**src/cpu_config.svh**
```systemverilog
// CPU size parameters
`ifndef CPU_CONFIG_SVH
`define CPU_CONFIG_SVH

// Datapath width, registers and memory bytes
`define CPU_DATA_W 8

// Bus address width, 256-byte shared memory
`define CPU_ADDR_W 8

// Retired instruction counter
`define CPU_CC_W 16

// First fetch address after reset
`define CPU_RESET_PC 8'd33

// General registers r0..r3
`define CPU_NREG 4
`define CPU_REG_IDX_W 2

`endif

```
**src/cpu_pkg.sv**
```systemverilog
// CPU shared types
`include "cpu_config.svh"

package cpu_pkg;

    // Instruction opcodes, bits 7:4 of ir
    typedef enum logic [3:0] {
        NOP   = 4'b0000,    // Also HALT when low bits are 1111
        ADD   = 4'b0001,
        ADDI  = 4'b0010,
        SUB   = 4'b0011,
        MUL   = 4'b0100,    // Executes as NOP
        NEG   = 4'b0110,
        BGEZ0 = 4'b1000,    // Executes as NOP
        BGEZ1 = 4'b1001,    // Executes as NOP
        MOVE  = 4'b1010,
        STORE = 4'b1011,
        LOAD  = 4'b1100,
        LOADI = 4'b1101,
        JUMP  = 4'b1110,
        OP_F  = 4'b1111     // Executes as NOP
    } opcode_t;

    typedef enum logic [1:0] {
        S_FETCH,
        S_EXEC,
        S_MEM,
        S_HALT
    } cpu_state_t;

    typedef enum logic [2:0] {
        ALU_ADD,
        ALU_SUB,
        ALU_NEG,
        ALU_PASS,   // y = b
        ALU_ADDI    // b holds a 2-bit immediate
    } alu_op_t;

    // Wishbone master to slave
    typedef struct packed {
        logic                   cyc;
        logic                   stb;
        logic                   we;
        logic [`CPU_ADDR_W-1:0] adr;
        logic [`CPU_DATA_W-1:0] dat;
    } wb_m2s_t;

    // Wishbone slave to master
    typedef struct packed {
        logic                   ack;
        logic [`CPU_DATA_W-1:0] dat;
    } wb_s2m_t;

    // One memory access from control to the bus master
    typedef struct packed {
        logic                   we;
        logic [`CPU_ADDR_W-1:0] adr;
        logic [`CPU_DATA_W-1:0] dat;
    } mem_req_t;

endpackage

```
**src/cpu_alu.sv**
```systemverilog
// CPU arithmetic unit
module cpu_alu #(
    parameter int W = 8
) (
    input  cpu_pkg::alu_op_t op,
    input  logic [W-1:0]     a,
    input  logic [W-1:0]     b,
    output logic [W-1:0]     y
);
    logic [W-1:0] imm;

    // Only the low two bits carry the immediate
    assign imm = {{(W-2){1'b0}}, b[1:0]};

    // All results wrap at W bits
    always_comb begin
        case (op)
            cpu_pkg::ALU_ADD:  y = a + b;
            cpu_pkg::ALU_SUB:  y = a - b;
            cpu_pkg::ALU_NEG:  y = '0 - a;     // Two's complement
            cpu_pkg::ALU_PASS: y = b;
            cpu_pkg::ALU_ADDI: y = a + imm;
            default:           y = b;
        endcase
    end

endmodule

```
**src/cpu_regfile.sv**
```systemverilog
// General register file
`include "cpu_config.svh"

module cpu_regfile (
    input  logic                      clk,
    input  logic                      rst,
    input  logic [`CPU_REG_IDX_W-1:0] ra,
    input  logic [`CPU_REG_IDX_W-1:0] rb,
    output logic [`CPU_DATA_W-1:0]    rdata_a,
    output logic [`CPU_DATA_W-1:0]    rdata_b,
    input  logic                      we,
    input  logic [`CPU_REG_IDX_W-1:0] waddr,
    input  logic [`CPU_DATA_W-1:0]    wdata
);
    logic [`CPU_DATA_W-1:0] regs [`CPU_NREG];

    // Reads see the old value during a write
    assign rdata_a = regs[ra];
    assign rdata_b = regs[rb];

    always_ff @(posedge clk) begin
        if (rst) begin
            for (int i = 0; i < `CPU_NREG; i++) begin
                regs[i] <= '0;
            end
        end else if (we) begin
            regs[waddr] <= wdata;
        end
    end

endmodule

```
**src/wb_master.sv**
```systemverilog
// Wishbone classic bus master
`include "cpu_config.svh"

module wb_master (
    input  logic                   clk,
    input  logic                   rst,
    input  logic                   req,
    input  cpu_pkg::mem_req_t      mem_req,
    output logic                   done,
    output logic [`CPU_DATA_W-1:0] rdata,
    output cpu_pkg::wb_m2s_t       bus_out,
    input  cpu_pkg::wb_s2m_t       bus_in
);
    logic armed;    // Req seen low since the last start

    always_ff @(posedge clk) begin
        if (rst) begin
            bus_out <= '0;
            done    <= 1'b0;
            armed   <= 1'b1;
        end else begin
            done <= 1'b0;
            if (!req) begin
                armed <= 1'b1;
            end
            if (bus_out.cyc) begin
                // Hold everything until the slave acks
                if (bus_in.ack) begin
                    bus_out.cyc <= 1'b0;
                    bus_out.stb <= 1'b0;
                    bus_out.we  <= 1'b0;
                    done        <= 1'b1;
                end
            end else if (req && armed) begin
                bus_out.cyc <= 1'b1;
                bus_out.stb <= 1'b1;
                bus_out.we  <= mem_req.we;
                bus_out.adr <= mem_req.adr;
                bus_out.dat <= mem_req.dat;
                armed       <= 1'b0;
            end
        end
    end

    // Read data captured in the ack cycle
    always_ff @(posedge clk) begin
        if (bus_out.cyc && bus_in.ack) begin
            rdata <= bus_in.dat;
        end
    end

endmodule

```
**src/cpu_control.sv**
```systemverilog
// CPU fetch and execute control
`include "cpu_config.svh"

module cpu_control (
    input  logic                      clk,
    input  logic                      rst,
    output logic [`CPU_REG_IDX_W-1:0] ra,
    output logic [`CPU_REG_IDX_W-1:0] rb,
    input  logic [`CPU_DATA_W-1:0]    rdata_a,
    input  logic [`CPU_DATA_W-1:0]    rdata_b,
    output logic                      reg_we,
    output logic [`CPU_REG_IDX_W-1:0] waddr,
    output logic [`CPU_DATA_W-1:0]    wdata,
    output cpu_pkg::alu_op_t          alu_op,
    output logic [`CPU_DATA_W-1:0]    alu_a,
    output logic [`CPU_DATA_W-1:0]    alu_b,
    input  logic [`CPU_DATA_W-1:0]    alu_y,
    output logic                      req,
    output cpu_pkg::mem_req_t         mem_req,
    input  logic                      done,
    input  logic [`CPU_DATA_W-1:0]    rdata,
    output logic                      halt,
    output logic [`CPU_CC_W-1:0]      cc
);
    cpu_pkg::cpu_state_t    state;
    cpu_pkg::opcode_t       op;
    logic [`CPU_ADDR_W-1:0] pc;
    logic [`CPU_DATA_W-1:0] ir;
    logic [`CPU_DATA_W-1:0] imm;
    logic                   is_halt;
    logic                   is_mem;
    logic                   exec_wr;    // Register write in S_EXEC

    assign op      = cpu_pkg::opcode_t'(ir[7:4]);
    assign imm     = {{(`CPU_DATA_W-2){1'b0}}, ir[1:0]};
    assign is_halt = (op == cpu_pkg::NOP) && (ir[3:0] == 4'b1111);
    assign is_mem  = (op == cpu_pkg::LOAD) || (op == cpu_pkg::STORE);

    // LOAD takes its page bits from r3
    assign ra = ir[3:2];
    assign rb = (op == cpu_pkg::LOAD) ? '1 : ir[1:0];

    // Decode into ALU operation and write target
    always_comb begin
        alu_op  = cpu_pkg::ALU_PASS;
        alu_a   = rdata_a;
        alu_b   = rdata_b;
        waddr   = ir[3:2];
        exec_wr = 1'b0;
        case (op)
            cpu_pkg::ADD: begin
                alu_op  = cpu_pkg::ALU_ADD;
                waddr   = '0;           // Result always in r0
                exec_wr = 1'b1;
            end
            cpu_pkg::SUB: begin
                alu_op  = cpu_pkg::ALU_SUB;
                waddr   = '0;
                exec_wr = 1'b1;
            end
            cpu_pkg::NEG: begin
                alu_op  = cpu_pkg::ALU_NEG;
                waddr   = '0;
                exec_wr = 1'b1;
            end
            cpu_pkg::ADDI: begin
                alu_op  = cpu_pkg::ALU_ADDI;
                alu_b   = imm;
                exec_wr = 1'b1;
            end
            cpu_pkg::MOVE: begin
                exec_wr = 1'b1;         // rd = rs through pass
            end
            cpu_pkg::LOADI: begin
                alu_b   = imm;
                exec_wr = 1'b1;
            end
            cpu_pkg::LOAD: begin
                waddr = '0;             // Written when the bus read ends
            end
            cpu_pkg::JUMP: begin
                // Return address pc + 1 into r3
                alu_op  = cpu_pkg::ALU_ADD;
                alu_a   = pc;
                alu_b   = `CPU_DATA_W'(1);
                waddr   = '1;
                exec_wr = 1'b1;
            end
            default: begin
            end
        endcase
    end

    assign reg_we = ((state == cpu_pkg::S_EXEC) && exec_wr) ||
                    ((state == cpu_pkg::S_MEM) && done && (op == cpu_pkg::LOAD));
    assign wdata  = (state == cpu_pkg::S_MEM) ? rdata : alu_y;

    // Request drops in the cycle done is seen
    assign req = ((state == cpu_pkg::S_FETCH) || (state == cpu_pkg::S_MEM)) && !done;

    always_comb begin
        mem_req.we  = (state == cpu_pkg::S_MEM) && (op == cpu_pkg::STORE);
        mem_req.dat = rdata_b;                      // rs for STORE
        if (state == cpu_pkg::S_FETCH) begin
            mem_req.adr = pc;
        end else if (op == cpu_pkg::STORE) begin
            mem_req.adr = rdata_a;
        end else begin
            mem_req.adr = {2'b00, rdata_b[1:0], ir[3:0]};
        end
    end

    always_ff @(posedge clk) begin
        if (rst) begin
            state <= cpu_pkg::S_FETCH;
            pc    <= `CPU_RESET_PC;
            ir    <= '0;
            cc    <= '0;
            halt  <= 1'b0;
        end else begin
            case (state)
                cpu_pkg::S_FETCH: begin
                    if (done) begin
                        ir    <= rdata;
                        state <= cpu_pkg::S_EXEC;
                    end
                end
                cpu_pkg::S_EXEC: begin
                    if (is_halt) begin
                        halt  <= 1'b1;
                        cc    <= cc + 1'b1;     // HALT retires too
                        state <= cpu_pkg::S_HALT;
                    end else if (is_mem) begin
                        state <= cpu_pkg::S_MEM;
                    end else begin
                        cc    <= cc + 1'b1;
                        pc    <= (op == cpu_pkg::JUMP) ? rdata_a : pc + 1'b1;
                        state <= cpu_pkg::S_FETCH;
                    end
                end
                cpu_pkg::S_MEM: begin
                    if (done) begin
                        cc    <= cc + 1'b1;
                        pc    <= pc + 1'b1;
                        state <= cpu_pkg::S_FETCH;
                    end
                end
                default: begin
                    // Stuck in S_HALT until reset
                end
            endcase
        end
    end

endmodule

```
**src/cpu_top.sv**
```systemverilog
// CPU top level
`include "cpu_config.svh"

module cpu_top (
    input  logic                  clk,
    input  logic                  rst,
    output cpu_pkg::wb_m2s_t      bus_out,
    input  cpu_pkg::wb_s2m_t      bus_in,
    output logic                  halt,
    output logic [`CPU_CC_W-1:0]  cc
);
    logic [`CPU_REG_IDX_W-1:0] ra;
    logic [`CPU_REG_IDX_W-1:0] rb;
    logic [`CPU_DATA_W-1:0]    rdata_a;
    logic [`CPU_DATA_W-1:0]    rdata_b;
    logic                      reg_we;
    logic [`CPU_REG_IDX_W-1:0] waddr;
    logic [`CPU_DATA_W-1:0]    wdata;
    cpu_pkg::alu_op_t          alu_op;
    logic [`CPU_DATA_W-1:0]    alu_a;
    logic [`CPU_DATA_W-1:0]    alu_b;
    logic [`CPU_DATA_W-1:0]    alu_y;
    logic                      req;     // Held until done
    cpu_pkg::mem_req_t         mem_req;
    logic                      done;
    logic [`CPU_DATA_W-1:0]    rdata;   // Fetched or loaded byte

    cpu_control u_control (
        .clk     (clk),
        .rst     (rst),
        .ra      (ra),
        .rb      (rb),
        .rdata_a (rdata_a),
        .rdata_b (rdata_b),
        .reg_we  (reg_we),
        .waddr   (waddr),
        .wdata   (wdata),
        .alu_op  (alu_op),
        .alu_a   (alu_a),
        .alu_b   (alu_b),
        .alu_y   (alu_y),
        .req     (req),
        .mem_req (mem_req),
        .done    (done),
        .rdata   (rdata),
        .halt    (halt),
        .cc      (cc)
    );

    cpu_regfile u_regfile (
        .clk     (clk),
        .rst     (rst),
        .ra      (ra),
        .rb      (rb),
        .rdata_a (rdata_a),
        .rdata_b (rdata_b),
        .we      (reg_we),
        .waddr   (waddr),
        .wdata   (wdata)
    );

    cpu_alu #(.W(`CPU_DATA_W)) u_alu (
        .op (alu_op),
        .a  (alu_a),
        .b  (alu_b),
        .y  (alu_y)
    );

    wb_master u_bus (
        .clk     (clk),
        .rst     (rst),
        .req     (req),
        .mem_req (mem_req),
        .done    (done),
        .rdata   (rdata),
        .bus_out (bus_out),
        .bus_in  (bus_in)
    );

endmodule

```
**config.mk**
```make
export PLATFORM = sky130hd
export DESIGN_NAME = cpu_top
export DESIGN_NICKNAME = d
export VERILOG_FILES = /design/src/cpu_pkg.sv /design/src/cpu_alu.sv /design/src/cpu_regfile.sv /design/src/wb_master.sv /design/src/cpu_control.sv /design/src/cpu_top.sv
export VERILOG_INCLUDE_DIRS = /design/src
export SDC_FILE = /design/constraint.sdc
export NUM_CORES = 1
export LEC_CHECK = 0
export ABC_CLOCK_PERIOD_IN_PS = 5100
export BUFFER_PORTS_ARGS = -buffer_cell sky130_fd_sc_hd__buf_2
export CORE_MARGIN = 3
export CORE_UTILIZATION = 45
export DETAILED_ROUTE_END_ITERATION = 8
export GPL_TIMING_DRIVEN = 0
export PLACE_DENSITY = 0.66
export SETUP_SLACK_MARGIN = 0.2
export SYNTH_ARGS = -nofsm -noshare
export SYNTH_HDL_FRONTEND = slang
export SYNTH_SLANG_ARGS = --single-unit
export TNS_END_PERCENT = 10
```
**constraint.sdc**
```tcl
create_clock -name clk -period 5.1 [get_ports clk]
set_input_delay 0.51 -clock clk [delete_from_list [all_inputs] [get_ports clk]]
set_output_delay 0.51 -clock clk [all_outputs]
set_load 0.01 [all_outputs]
```
==> reports/metrics.cfg <==
[setup_path]
r2r-start=u_control.ir[4]
startpoint=u_control.ir[4]
startpoint_type=register
r2r_slack_ns=0.56
r2r_cells=15
max_stage_delay_ns=0.50
worst_r2r_endpoint=u_regfile.regs[0][6]
cp.arrival_ns=4.61
critical_path.cell_chain=and4bb_4 > a2111oi_2 > a2111oi_1 > a211oi_2 > ha_1 > nor2_1 > xnor2_1 > ha_1 > nor2b_1 > o21ai_0 > a21oi_1 > o21ai_0 > a211oi_1 > o41ai_4 > nor2_1
critPathMaxFanout=9
critical_path_buf_inv_count=0
cp-end-kind=register
cp.required_ns=5.18
worst-path-stages=15
cp_top_family=compound AO/OA/AOI/OAI gates
critical_path_class=reg -> reg
slowest_stage=a211oi_2

[route]
wl_per_cell_um=20.15
drtAntennaViolNets=0
routed_wl_um=18330
num_vias=5380
drc_errors=0
via_per_inst=5.912
firstDrtPassIters=5
drtIter0Drc=624

[floorplanning]
rows=41
die_h_um=121.3
core_um2=12820
die_x_um=121.3
ios=47
start_util=0.4660
dieArea_um2=14700

[timing]
setup_viol=0
fin_skew_ns=0.007817
slew_headroom=0.2648
finalHoldViolations=0
rsz0062_at_grt=true
maxSlewViolCount=0
period_needed_ns=4.536
finalSetupTns_ns=0
fin_crit_sh=0.8894
timing.fmax_mhz=220.4
worstMarginPinSlew_ns=1.098

[yosys]
synthesis.nets=703
yosysSeqAreaShare=0.3952
synth.avg_cell_area_um2=8.829
netlist_area_um2=5977
synth-async-reset-ratio=0
yosys_warnings=0
ys_ff_latch=98
yosys-top-cells-area=edfxtp_1 20%, dfxtp_1 19%, nand2_1 6.1%
synthCells=677
synth_top_area_share=0.2010
synth_edf_count=40
synth_cell_types=85
synth_top_flop_cell=dfxtp_1
yosys.area.top_type=edfxtp_1

[place]
placed_cells=894
placed_area_um2=6417
place.detailed.hpwl_um=13940
gp_congestion=0.9413
io_buffers=45

[global_routing]
grt_max_degree=18
grt_pass1_wl_um=28570
track_usage=0.2555
grt_pass1_vias=5110
grt_overflow_total=0
antenna_found_initial=0

[clock_network]
cts_buffer_depth=2
postCtsHoldBufs=0
post_cts_buffers=0
clkTransAtPathRegs_ns=0.07
cts_sinks=98
root_buffer=clkbuf_16
cts_made_buffers=9
clock_latency_ns=0.36
h-tree-depth=3
cts_tree=built

[min_path]
hold_start=bus_in[7]
hp-class=in -> reg
min_path_cells=1
hold_end=u_bus.rdata[7]

[job]
cap_viol_max_count=0

[finish]
design_area_um2=6715
final_cell_count_no_fill=910
mostFrequentLayoutCells=97 x nand2_1, 76 x nor2_1, 58 x dfxtp_1
final_common_cell=nand2_1
nets=759
area_growth_pct=12.35
n_antenna_cell=0
layout-drive-gt1-share=0.1518

[status]
outcome=completed

[pwr]
leakagePower_uw=0.002661
powerDensity_nw_per_um2=267.8
vdd_ir_drop_max_v=0.0002413

## metrics by stage
stage	total power (uW)	hold slack [ns]	setup slack (ns)	util
after floorplan	1067	0.4423	1.356	-
after global placement	1149	0.4415	0.5348	0.5004
after detailed placement	1157	0.4458	0.4429	0.5004
after CTS	1802	0.3186	0.4037	0.5219
after global routing	1874	0.3197	0.1949	0.5236
final	1799	0.3210	0.5638	0.5236
## cells in the mapped netlist, types with 5 or more instances
master    number
nand2_1       97
edfxtp_1      40
inv_1         27
clkbuf_1      22
a21oi_1       53
xor2_1        10
nand4_1        6
nor2b_1       11
ha_1          14
mux2i_1        8
o221ai_1       6
mux4_1         5
nand3_1       21
a21o_1         6
xnor2_1       15
and2_1         7
and3_1        10
a31oi_1        5
nand2b_1      10
nor2_1        76
buf_2          8
a22oi_1        5
nor3_1         6
o21ai_1        6
a211oi_1       9
buf_4          7
dfxtp_1       58
o21ai_0       27
## final cells by class
cell class	instances	area (um2)
fillers	1227	6110
multi-input cells	507	3297
flip-flops and latches	98	2362
plain buffers	43	231.5
clock buffers	9	225.2
repair buffers	45	225.2
well taps	172	215.2
inverters	29	108.9
clock inverters	7	50.05
## flip-flops by register name, summed over array words and instances, names as in the netlist, named ones only
signal	count
u_bus.armed	1
u_bus.bus_out	19
u_bus.done	1
u_bus.rdata	8
u_control.cc	16
u_control.halt	1
u_control.ir	8
u_control.pc	8
u_control.state	2
u_regfile.regs	32
## repair_timing
item / in CTS / in global routing
hold endpoints to repair: 0 / 0
endpoints found under the setup margin: 0 / 4
resized for setup: 0 / 3
## report_power, final
part	total [uW]	leakage [uW]	switching (uW)	internal, uW
logic	273	0.00165	175	98.3
clock network	654	0.000137	320	335
registers	871	0.000875	24.7	847
## cells by family (layout without fill, tap and decap cells)
| family | after synthesis | in the layout | share of synthesized area |
|---|---|---|---|
| mux | 18 | 18 | 0.05422 |
| fa+ha+maj | 15 | 15 | 0.03266 |
| buf+inv | 72 | 133 | 0.05694 |
| flops | 98 | 98 | 0.3952 |
| xor+xnor | 25 | 25 | 0.03663 |
| simple gates | 277 | 277 | 0.2288 |
| compound gates | 172 | 172 | 0.1955 |
## metal layers
metal  part of all wire  wire length, um  GRT usage  up-vias
li1                   -                -          -     2553
met1               0.45             8185     0.3493     2579
met2               0.46             8432     0.3901      197
met3              0.059             1090    0.05315       51
met4              0.034              626     0.1162        0
met5                  0                0          0        -
## how the worst max path moves through the flow
| stage | endpoint | slack (ns) |
|---|---|---|
| floorplan | u_regfile.regs[0][7] | 1.36 |
| global placement | u_regfile.regs[0][6] | 0.53 |
| detailed placement | u_regfile.regs[2][6] | 0.44 |
| CTS | u_regfile.regs[2][6] | 0.40 |
| global route | u_regfile.regs[0][6] | 0.19 |
| finish | u_regfile.regs[0][6] | 0.56 |
(Power assumes the default switching activity.)
